$ cat config.mk
export PLATFORM = sky130hd
export DESIGN_NAME = link_pair_top
export DESIGN_NICKNAME = d
export VERILOG_FILES = /design/src/link_pkg.sv /design/src/link_tx_if.sv /design/src/tick_gen.sv /design/src/link_ctrl.sv /design/src/serial_tx.sv /design/src/serial_rx.sv /design/src/link_node.sv /design/src/char7.sv /design/src/link_pair_top.sv
export SDC_FILE = /design/constraint.sdc
export NUM_CORES = 1
export LEC_CHECK = 0
export BUFFER_PORTS_ARGS = -buffer_cell sky130_fd_sc_hd__buf_2
export CAP_MARGIN = 20
export CORE_ASPECT_RATIO = 2
export CORE_MARGIN = 4
export CORE_UTILIZATION = 30
export CTS_BUF_LIST = sky130_fd_sc_hd__clkbuf_8
export CTS_CLUSTER_SIZE = 10
export DETAILED_ROUTE_END_ITERATION = 6
export PLACE_DENSITY_LB_ADDON = 0.12
export SYNTH_ARGS = -nofsm -noshare
export SYNTH_HDL_FRONTEND = slang
export SYNTH_HIERARCHICAL = 1
export SYNTH_SLANG_ARGS = --single-unit
$ cat constraint.sdc
create_clock -name clk -period 2.79 [get_ports clk]
set_input_delay 0.1395 -clock clk [delete_from_list [all_inputs] [get_ports clk]]
set_output_delay 0.1395 -clock clk [all_outputs]
set_load 0.02 [all_outputs]
$ cat src/link_pkg.sv
`default_nettype none

package link_pkg;

  // one data byte, counter value or received byte
  typedef logic [7:0] byte_t;

  // burst length from the switches, zero sends nothing
  typedef logic [4:0] burst_t;

  // active-low segments, bit 6 is g and bit 0 is a
  typedef logic [6:0] seg_t;

  // clk cycles per bit tick
  localparam int TICK_DIV_DEFAULT = 4;

  typedef enum logic [1:0] {
    ctrl_idle,
    ctrl_send,
    ctrl_wait_done
  } ctrl_state_t;

  // each state names the bit placed on the line at the next tick
  typedef enum logic [2:0] {
    tx_idle,
    tx_start_bit,
    tx_data_bits,
    tx_stop_bit,
    tx_wait_ack
  } tx_state_t;

  typedef enum logic [1:0] {
    rx_idle,
    rx_data_bits,
    rx_stop_bit
  } rx_state_t;

endpackage

`default_nettype wire

$ cat src/link_tx_if.sv
`timescale 1ns/1ps
`default_nettype none

interface link_tx_if;
  import link_pkg::*;

  // one-cycle request, only while busy is low
  logic  go;
  // held stable by the controller while busy
  byte_t data;
  logic  busy;
  // one-cycle pulse, same cycle that busy falls
  logic  end_tx;

  modport ctrl (
    output go,
    output data,
    input  busy,
    input  end_tx
  );

  modport tx (
    input  go,
    input  data,
    output busy,
    output end_tx
  );

endinterface

`default_nettype wire

$ cat src/tick_gen.sv
`timescale 1ns/1ps
`default_nettype none

module tick_gen #(
  parameter int TICK_DIV = link_pkg::TICK_DIV_DEFAULT
) (
  input  logic clk,
  input  logic rst,
  input  logic ena,
  output logic tick
);

  localparam int CNT_W = (TICK_DIV > 1) ? $clog2(TICK_DIV) : 1;

  logic [CNT_W-1:0] cnt;
  logic             last;

  assign last = (cnt == CNT_W'(TICK_DIV - 1));

  // no tick while ena is low, the count holds where it is
  assign tick = ena & last;

  always_ff @(posedge clk) begin
    if (rst) begin
      cnt <= '0;
    end else if (ena) begin
      if (last) begin
        cnt <= '0;
      end else begin
        cnt <= cnt + 1'b1;
      end
    end
  end

endmodule

`default_nettype wire

$ cat src/link_ctrl.sv
`timescale 1ns/1ps
`default_nettype none

module link_ctrl (
  input  logic                  clk,
  input  logic                  rst,
  input  logic                  start,
  input  link_pkg::burst_t      burst_len,
  link_tx_if.ctrl               tx,
  output link_pkg::byte_t       ext_counter,
  output link_pkg::ctrl_state_t state_ctrl
);
  import link_pkg::*;

  ctrl_state_t state;
  burst_t      remaining;
  logic        start_q;
  logic        start_rise;

  assign start_rise = start & ~start_q;

  // frame payload is the counter value itself
  assign tx.data = ext_counter;
  assign tx.go   = (state == ctrl_send) & ~tx.busy;

  assign state_ctrl = state;

  always_ff @(posedge clk) begin
    if (rst) begin
      state       <= ctrl_idle;
      remaining   <= '0;
      start_q     <= 1'b0;
      ext_counter <= '0;
    end else begin
      start_q <= start;

      // count only frames the peer acknowledged
      if (tx.end_tx) begin
        ext_counter <= ext_counter + 1'b1;
      end

      case (state)
        ctrl_idle: begin
          // edges outside idle are dropped
          if (start_rise && burst_len != '0) begin
            remaining <= burst_len;
            state     <= ctrl_send;
          end
        end
        ctrl_send: begin
          if (!tx.busy) begin
            remaining <= remaining - 1'b1;
            state     <= ctrl_wait_done;
          end
        end
        ctrl_wait_done: begin
          if (tx.end_tx) begin
            state <= (remaining == '0) ? ctrl_idle : ctrl_send;
          end
        end
        default: state <= ctrl_idle;
      endcase
    end
  end

endmodule

`default_nettype wire

$ cat src/serial_tx.sv
`timescale 1ns/1ps
`default_nettype none

module serial_tx (
  input  logic                clk,
  input  logic                rst,
  input  logic                tick,
  link_tx_if.tx               tx,
  input  logic                ack_in,
  output logic                ext_data_out,
  output link_pkg::tx_state_t state_tx
);
  import link_pkg::*;

  tx_state_t state;
  byte_t     shreg;
  logic [2:0] bit_cnt;

  assign state_tx = state;

  // payload shift register
  always_ff @(posedge clk) begin
    if (state == tx_idle && tx.go) begin
      shreg <= tx.data;
    end else if (state == tx_data_bits && tick) begin
      shreg <= shreg >> 1;
    end
  end

  always_ff @(posedge clk) begin
    if (rst) begin
      state        <= tx_idle;
      ext_data_out <= 1'b1;
      bit_cnt      <= '0;
      tx.busy      <= 1'b0;
      tx.end_tx    <= 1'b0;
    end else begin
      tx.end_tx <= 1'b0;

      case (state)
        tx_idle: begin
          if (tx.go) begin
            tx.busy <= 1'b1;
            state   <= tx_start_bit;
          end
        end
        tx_start_bit: begin
          if (tick) begin
            ext_data_out <= 1'b0;
            bit_cnt      <= '0;
            state        <= tx_data_bits;
          end
        end
        tx_data_bits: begin
          // lsb first, one bit per tick
          if (tick) begin
            ext_data_out <= shreg[0];
            bit_cnt      <= bit_cnt + 1'b1;
            if (bit_cnt == 3'd7) begin
              state <= tx_stop_bit;
            end
          end
        end
        tx_stop_bit: begin
          if (tick) begin
            ext_data_out <= 1'b1;
            state        <= tx_wait_ack;
          end
        end
        tx_wait_ack: begin
          // line stays high, no limit on the wait
          if (ack_in) begin
            tx.busy   <= 1'b0;
            tx.end_tx <= 1'b1;
            state     <= tx_idle;
          end
        end
        default: state <= tx_idle;
      endcase
    end
  end

endmodule

`default_nettype wire

$ cat src/serial_rx.sv
`timescale 1ns/1ps
`default_nettype none

module serial_rx (
  input  logic            clk,
  input  logic            rst,
  input  logic            tick,
  input  logic            ext_data_in,
  output logic            ack_out,
  output link_pkg::byte_t rx_data,
  output link_pkg::byte_t rx_count
);
  import link_pkg::*;

  rx_state_t  state;
  byte_t      shreg;
  logic [2:0] bit_cnt;

  // bits arrive lsb first, shift in from the top
  always_ff @(posedge clk) begin
    if (state == rx_data_bits && tick) begin
      shreg <= {ext_data_in, shreg[7:1]};
    end
  end

  always_ff @(posedge clk) begin
    if (rst) begin
      state    <= rx_idle;
      bit_cnt  <= '0;
      ack_out  <= 1'b0;
      rx_data  <= '0;
      rx_count <= '0;
    end else begin
      ack_out <= 1'b0;

      if (tick) begin
        case (state)
          rx_idle: begin
            // low sample means start bit
            if (!ext_data_in) begin
              bit_cnt <= '0;
              state   <= rx_data_bits;
            end
          end
          rx_data_bits: begin
            bit_cnt <= bit_cnt + 1'b1;
            if (bit_cnt == 3'd7) begin
              state <= rx_stop_bit;
            end
          end
          rx_stop_bit: begin
            // bad stop bit drops the frame silently
            if (ext_data_in) begin
              rx_data  <= shreg;
              rx_count <= rx_count + 1'b1;
              ack_out  <= 1'b1;
            end
            state <= rx_idle;
          end
          default: state <= rx_idle;
        endcase
      end
    end
  end

endmodule

`default_nettype wire

$ cat src/link_node.sv
`timescale 1ns/1ps
`default_nettype none

module link_node #(
  parameter int TICK_DIV = link_pkg::TICK_DIV_DEFAULT
) (
  input  logic                clk,
  input  logic                rst,
  input  logic                ena,
  input  logic                start,
  input  link_pkg::burst_t    burst_len,
  input  logic                ext_data_in,
  input  logic                ack_in,
  output logic                ext_data_out,
  output logic                ack_out,
  output logic                end_tx,
  output link_pkg::byte_t     ext_counter,
  output link_pkg::byte_t     rx_data,
  output link_pkg::byte_t     rx_count,
  output link_pkg::tx_state_t state_tx
);

  logic tick;

  link_tx_if tx_bus ();

  assign end_tx = tx_bus.end_tx;

  tick_gen #(
    .TICK_DIV (TICK_DIV)
  ) u_tick (
    .clk  (clk),
    .rst  (rst),
    .ena  (ena),
    .tick (tick)
  );

  // controller state is only for debug, not brought out
  link_ctrl u_ctrl (
    .clk         (clk),
    .rst         (rst),
    .start       (start),
    .burst_len   (burst_len),
    .tx          (tx_bus.ctrl),
    .ext_counter (ext_counter),
    .state_ctrl  ()
  );

  serial_tx u_tx (
    .clk          (clk),
    .rst          (rst),
    .tick         (tick),
    .tx           (tx_bus.tx),
    .ack_in       (ack_in),
    .ext_data_out (ext_data_out),
    .state_tx     (state_tx)
  );

  serial_rx u_rx (
    .clk         (clk),
    .rst         (rst),
    .tick        (tick),
    .ext_data_in (ext_data_in),
    .ack_out     (ack_out),
    .rx_data     (rx_data),
    .rx_count    (rx_count)
  );

endmodule

`default_nettype wire

$ cat src/char7.sv
`timescale 1ns/1ps
`default_nettype none

module char7 (
  input  logic [3:0]     digit,
  output link_pkg::seg_t seg
);

  // segments g..a, a zero lights the segment
  always_comb begin
    case (digit)
      4'h0: seg = 7'b1000000;
      4'h1: seg = 7'b1111001;
      4'h2: seg = 7'b0100100;
      4'h3: seg = 7'b0110000;
      4'h4: seg = 7'b0011001;
      4'h5: seg = 7'b0010010;
      4'h6: seg = 7'b0000010;
      4'h7: seg = 7'b1111000;
      4'h8: seg = 7'b0000000;
      4'h9: seg = 7'b0010000;
      4'ha: seg = 7'b0001000;
      4'hb: seg = 7'b0000011;
      4'hc: seg = 7'b1000110;
      4'hd: seg = 7'b0100001;
      4'he: seg = 7'b0000110;
      default: seg = 7'b0001110;
    endcase
  end

endmodule

`default_nettype wire

$ cat src/link_pair_top.sv
`timescale 1ns/1ps
`default_nettype none

module link_pair_top #(
  parameter int TICK_DIV = link_pkg::TICK_DIV_DEFAULT
) (
  input  logic       clk,
  input  logic       rst,
  input  logic       ena,
  input  logic       start,
  input  logic [4:0] state_in,
  output logic       end_tx,
  output logic       line_a,
  output logic [7:0] counter_a,
  output logic [7:0] rx_data_b,
  output logic [7:0] rx_count_b,
  output logic [6:0] hex0,
  output logic [6:0] hex1,
  output logic [6:0] hex2,
  output logic [6:0] hex3,
  output logic [6:0] hex4,
  output logic [6:0] hex5,
  output logic [6:0] hex6,
  output logic [6:0] hex7
);
  import link_pkg::*;

  // cross-connected serial and ack lines
  logic  line_b;
  logic  ack_a;
  logic  ack_b;
  byte_t counter_b;

  // node A sends the bursts
  link_node #(
    .TICK_DIV (TICK_DIV)
  ) node_a (
    .clk          (clk),
    .rst          (rst),
    .ena          (ena),
    .start        (start),
    .burst_len    (state_in),
    .ext_data_in  (line_b),
    .ack_in       (ack_b),
    .ext_data_out (line_a),
    .ack_out      (ack_a),
    .end_tx       (end_tx),
    .ext_counter  (counter_a),
    .rx_data      (),
    .rx_count     (),
    .state_tx     ()
  );

  // node B only receives, start tied off
  link_node #(
    .TICK_DIV (TICK_DIV)
  ) node_b (
    .clk          (clk),
    .rst          (rst),
    .ena          (ena),
    .start        (1'b0),
    .burst_len    (5'd0),
    .ext_data_in  (line_a),
    .ack_in       (ack_a),
    .ext_data_out (line_b),
    .ack_out      (ack_b),
    .end_tx       (),
    .ext_counter  (counter_b),
    .rx_data      (rx_data_b),
    .rx_count     (rx_count_b),
    .state_tx     ()
  );

  char7 u_hex0 (.digit (counter_a[3:0]),  .seg (hex0));
  char7 u_hex1 (.digit (counter_a[7:4]),  .seg (hex1));
  char7 u_hex2 (.digit (rx_count_b[3:0]), .seg (hex2));
  char7 u_hex3 (.digit (rx_count_b[7:4]), .seg (hex3));
  char7 u_hex4 (.digit (counter_b[3:0]),  .seg (hex4));
  char7 u_hex5 (.digit (counter_b[7:4]),  .seg (hex5));
  char7 u_hex6 (.digit (rx_data_b[3:0]),  .seg (hex6));
  char7 u_hex7 (.digit (rx_data_b[7:4]),  .seg (hex7));

endmodule

`default_nettype wire

* Word-level counts from Yosys, hierarchy flattened
Memories as Yosys holds them, arrays and structs flattened. A register that Yosys moved wholly into a read port is not among the register bits.
Cells that the tools add are included.
** Word-level totals
- Bits in registers :: 105
- Memory bits (read-only) :: 896
- Input bits :: 9
- Output and inout bits :: 82
- Memories :: 8
** Memory list
- (no name shown) :: words 16, bits a word 7, rd ports 1, clocked after Yosys merged registers in 1, wr ports 0, line char7.sv:11 : case (digit)
- (no name shown) :: words 16, bits a word 7, rd ports 1, clocked after Yosys merged registers in 1, wr ports 0, line char7.sv:11
- (no name shown) :: words 16, bits a word 7, rd ports 1, clocked after Yosys merged registers in 1, wr ports 0, line char7.sv:11
- (no name shown) :: words 16, bits a word 7, rd ports 1, clocked after Yosys merged registers in 1, wr ports 0, line char7.sv:11
- (no name shown) :: words 16, bits a word 7, rd ports 1, clocked after Yosys merged registers in 1, wr ports 0, line char7.sv:11
- (no name shown) :: words 16, bits a word 7, rd ports 1, clocked after Yosys merged registers in 1, wr ports 0, line char7.sv:11
- +2 memories
** Cells by class
- $add $sub $neg :: 11
- Equal/unequal tests :: 43
- Mux-type cells :: 82
- Bitwise operators :: 15
- Reductions and logical operators :: 47
** Operator list (count)
- 4-bit two-way mux :: 16
- 3-bit two-way mux :: 18
- 3-bit AND reduction :: 12
- 8-bit two-way mux :: 4
- 2-bit != test, second input constant :: 16
- 3-bit one-hot mux with 5 select lines :: 2
- 8-bit by 1-bit adder with 8-bit output, second input constant :: 3
- 3-bit one-hot mux with 2 select lines :: 4
- 2-bit two-way mux :: 11
- 3-bit == test, second input constant :: 6
- 2-bit nonzero test :: 9
- 1-bit two-way mux :: 16
- 3-bit by 1-bit adder with 3-bit output, second input constant :: 4
- 2-bit == test, second input constant :: 6
- 3-bit by 2-bit == test with 1-bit output, second input constant :: 4
- 2-bit one-hot mux with 3 select lines :: 2
- 6-bit AND reduction :: 2
- 5-bit zero test :: 2
- 5-bit two-way mux :: 2
- 2-bit by 1-bit != test with 1-bit output, second input constant :: 5
- 1-bit NOT :: 10
- 5-bit one-hot mux with 2 select lines :: 1
- 5-bit by 1-bit subtractor with 5-bit output, second input constant :: 2
- 2-bit by 1-bit == test with 1-bit output, second input constant :: 4
- other kinds (15) :: 37

* Logic depth before layout (Yosys ltp)
- Word-level depth :: 5
- Gate-level depth with buffers :: 7

* Cells and area by module
The synthesis kept the hierarchy.
** Modules (own cells, without submodules)
- serial_rx :: times used 2, cells an instance 115, area each 1183.6 um^2
- char7 at u_hex0 ... :: times used 7, cells an instance 32, area each 275.3 um^2
- link_ctrl :: times used 2, cells an instance 100, area each 875.8 um^2
- serial_tx at node_b.u_tx :: times used 1, cells an instance 69, area each 812.0 um^2
- serial_tx at node_a.u_tx :: times used 1, cells an instance 60, area each 764.5 um^2
- char7 at u_hex2 :: times used 1, cells an instance 35, area each 247.7 um^2
- tick_gen :: times used 2, cells an instance 9, area each 92.6 um^2
- link_pair_top :: times used 1, cells an instance 1, area each 3.8 um^2

* Worst setup path before layout
Ideal clock, no wire load.
- Kind :: register to register
- Start point :: register node_b.u_ctrl.state[0], in the netlist node_b/u_ctrl/state_ctrl[0]
- End point :: register node_b.u_tx.shreg[0] (enable)
- Library setup time :: 383 ps
- Arrival time :: 1643 ps
- Path slack :: 763 ps
- Stages on the path, launching flop included :: 7
- Buffers on the path :: 1
- Cells stage by stage :: dfxtp_1 > nand2b_1 > buf_2 > nor2_1 > and2b_2 > a21oi_1 > nor3_1
** Between the ends
- Word-level cells in the longest chain between the ends :: 4
** RTL lines
- start, declared :: line link_ctrl.sv:15 : ctrl_state_t state;
- start signal, assigned :: line link_ctrl.sv:30 : state <= ctrl_idle;
- start signal, assigned :: line link_ctrl.sv:47 : state <= ctrl_send;
- start signal, assigned :: line link_ctrl.sv:53 : state <= ctrl_wait_done;
- 2-bit by 1-bit == test with 1-bit output :: line link_ctrl.sv:24 : assign tx.go = (state == ctrl_send) & ~tx.busy;
- 1-bit AND :: line link_ctrl.sv:24
- via node_b.tx_bus.go :: line link_tx_if.sv:8 : logic go;
- 1-bit logical AND :: line serial_tx.sv:23 : if (state == tx_idle && tx.go) begin
- 2-bit nonzero test (no source line)
- end signal, assigned :: line serial_tx.sv:24 : shreg <= tx.data;
- end signal, assigned :: line serial_tx.sv:26 : shreg <= shreg >> 1;
- end, declared :: line serial_tx.sv:16 : byte_t shreg;
The timed path passes the listed nets, and every way through them passes these cells.
A chain may end at the register's enable or synchronous reset.

==> impl_results.md <==
- Largest net degree at the start of global routing: 43
- Tcrit/Tclk final: 0.835
- Tmin final: 2.33 ns
- Unrepaired setup endpoints after global routing: false
- R2R depth: 4
- Via/cell ratio: 4.98
- Hold Path Class: in -> reg
- Hold Fails Final Rpt: 0
- Pwr Density: 368 mW/mm2
- Status: finished clean
- FP Rows: 80
- Post-synthesis average cell area: 9.51 um2
- Crit. End Element: primary output
- WL/cell: 14.5 um
- DRC Markers: 0
- Worst hold path stage count: 3
- DR iter-0 viols: 185
- DPL Wire Length: 11.8 mm
- Aggregate global routing overflow: 0
- Final WL: 16.1 mm
- Worst hold margin: 0.109 ns
- Sw Share: 0.277
- Leakage: 3.15 nW
- Die ar.: 0.0267 mm2
- Total track usage: 0.120
- Vias: 5,514
- CP Max Fanout: 12
- Worst r2r src: node_b/u_ctrl/state_ctrl[0]
- R2R Path End: node_b/u_tx/shreg[2]
- Worst-path clk slew: 0.12 ns
- Max Cap Viol: 0
- Setup tns final: 0 ns
- Final ANT Viol Nets: 0
- Num CTS Buffers: 9
- Post-Syn Instances: 757
- Vias in the first global route: 5,422
- Clock root cell: clkbuf_8
- Die W: 118 um
- Worst path required time: 2.65 ns
- CTS Sinks: 106
- Worst-Margin Slew: 0.897 ns
- Share of total power in sequential cells: 0.576
- Warnings from Yosys: 6
- Port bufs: 90
- Clock share of power: 0.327
- Setup crit start: node_a/u_ctrl/ext_counter[4]
- Final Max Slew Viols: 0
- End of the critical path: hex1[3]
- CTS tree: built
- Share of post-route cells with drive strength above 1: 0.195
- H-tree depth: 3
- Sw Pwr: 0.000807 W
- Post-CTS setup buffers: 0
- Clk_lat worst skew: 0.39 ns
- Setup-failing EPs final: 0
- Nets: 896
- Cell Area, Synth: 0.00720 mm2
- Cell Int Power: 0.00210 W
- DIE HEIGHT: 227 um
- R2R setup slack: 0.59 ns
- Top achievable clock speed: 0.429 GHz
- RD Place Congestion: 0.767
- Area delta synth->final: 9.89%
- Deepest clock path buffer count: 2
- First-pass GRT wire length: 26.8 mm
- Core area: 0.0237 mm2
- VDD IR max: 0.192 mV
- Post-CTS sizing: 0
- # diodes: 0
- Worst EP arrival: 2.19 ns
- Max_slew headroom: 0.402
- Initial antenna violation count: 0
- Io pins: 91
- Initial Utilization: 0.303
- Drt pass-1 iters: 4
- Comb pwr share: 0.098
- Kind of critical path: reg -> out
- Startpoint types: register
- Clock Skew: 0.0142 ns
cell usage in the layout, fill, tap and decap left out, drive strengths merged, types with 12 or more instances in the layout:
master / instances
inv: 51
o21ai: 32
nand2b: 12
a21oi: 53
mux2i: 37
dfxtp: 82
edfxtp: 24
mux2: 26
buf: 99
nor2: 76
ha: 71
a32o: 15
nand2: 45
a22o: 16
layout make-up:
cell class	count	area [um2]
clock inverter	7	71.3
inverter	47	176
multi-input combinational	552	4290
sequential	106	2360
timing repair buffer	100	528
clock buffer	9	124
fill	2527	15800
tap	287	359
metrics by stage:
step / cells / utilization / area, um2 / worst slack, ns / total power (W)
after detailed placement: 1091 / 0.325 / 7700 / 0.528 / 0.00199
after floorplan: 767 / - / 7240 / 0.763 / 0.00192
after global placement: 1091 / 0.325 / 7700 / 0.662 / 0.00200
final: 1108 / 0.333 / 7910 / 0.461 / 0.00291
after global routing: 1108 / 0.333 / 7910 / 0.328 / 0.00308
after CTS: 1108 / 0.333 / 7910 / 0.411 / 0.00297
repair_timing:
action                                  4_1_cts  5_1_grt
hold buffers                                  1        0
endpoints found under the hold margin         1        0
endpoints found under the setup margin        0        0
per-layer routing:
metal / vias up / wire [um] / share of wire / track usage
li1: 2812 / - / - / -
met1: 2610 / 6370 / 0.40 / 0.125
met2: 80 / 9020 / 0.56 / 0.241
met3: 12 / 438 / 0.027 / 0.0182
met4: 0 / 232 / 0.014 / 0.0436
met5: - / 0 / 0 / 0
worst max-delay path, stage by stage, from the launching register on:
cell     delay (ns)
dfxtp_1        0.61
inv_1          0.18
ha_1           0.32
inv_1          0.04
mux4_1         0.48
buf_2          0.17
sequential cells by signal (all words and copies together) (netlist names), 8 cells and up:
| signal | cells |
|---|---|
| node_a/u_ctrl/ext_counter | 8 |
| node_a/u_tx/shreg | 8 |
| node_b/u_ctrl/ext_counter | 8 |
| node_b/u_rx/rx_count | 8 |
| node_b/u_rx/rx_data | 8 |
| node_b/u_rx/shreg | 8 |
| node_b/u_tx/shreg | 8 |
power by group through the flow:
| stage | combinational [W] | clock (W) | sequential, W |
|---|---|---|---|
| floorplan | 0.000226 | 0 | 0.00169 |
| global placement | 0.000288 | 0 | 0.00171 |
| detailed placement | 0.000283 | 0 | 0.00171 |
| CTS | 0.000285 | 0.00101 | 0.00168 |
| global route | 0.000320 | 0.00108 | 0.00168 |
| finish | 0.000284 | 0.000951 | 0.00168 |
worst min path at each step:
stage          startpoint                    end  slack [ns]
2_1_floorplan         rst   node_a/u_tick/cnt[0]        0.21
3_3_place_gp        start  node_a/u_ctrl/start_q        0.41
3_5_place_dp        start  node_a/u_ctrl/start_q        0.41
4_1_cts               ena   node_a/u_tick/cnt[1]        0.09
5_1_grt               ena   node_a/u_tick/cnt[1]        0.14
6_report              ena   node_a/u_tick/cnt[1]        0.11
Power figures use the tool's default switching activity.
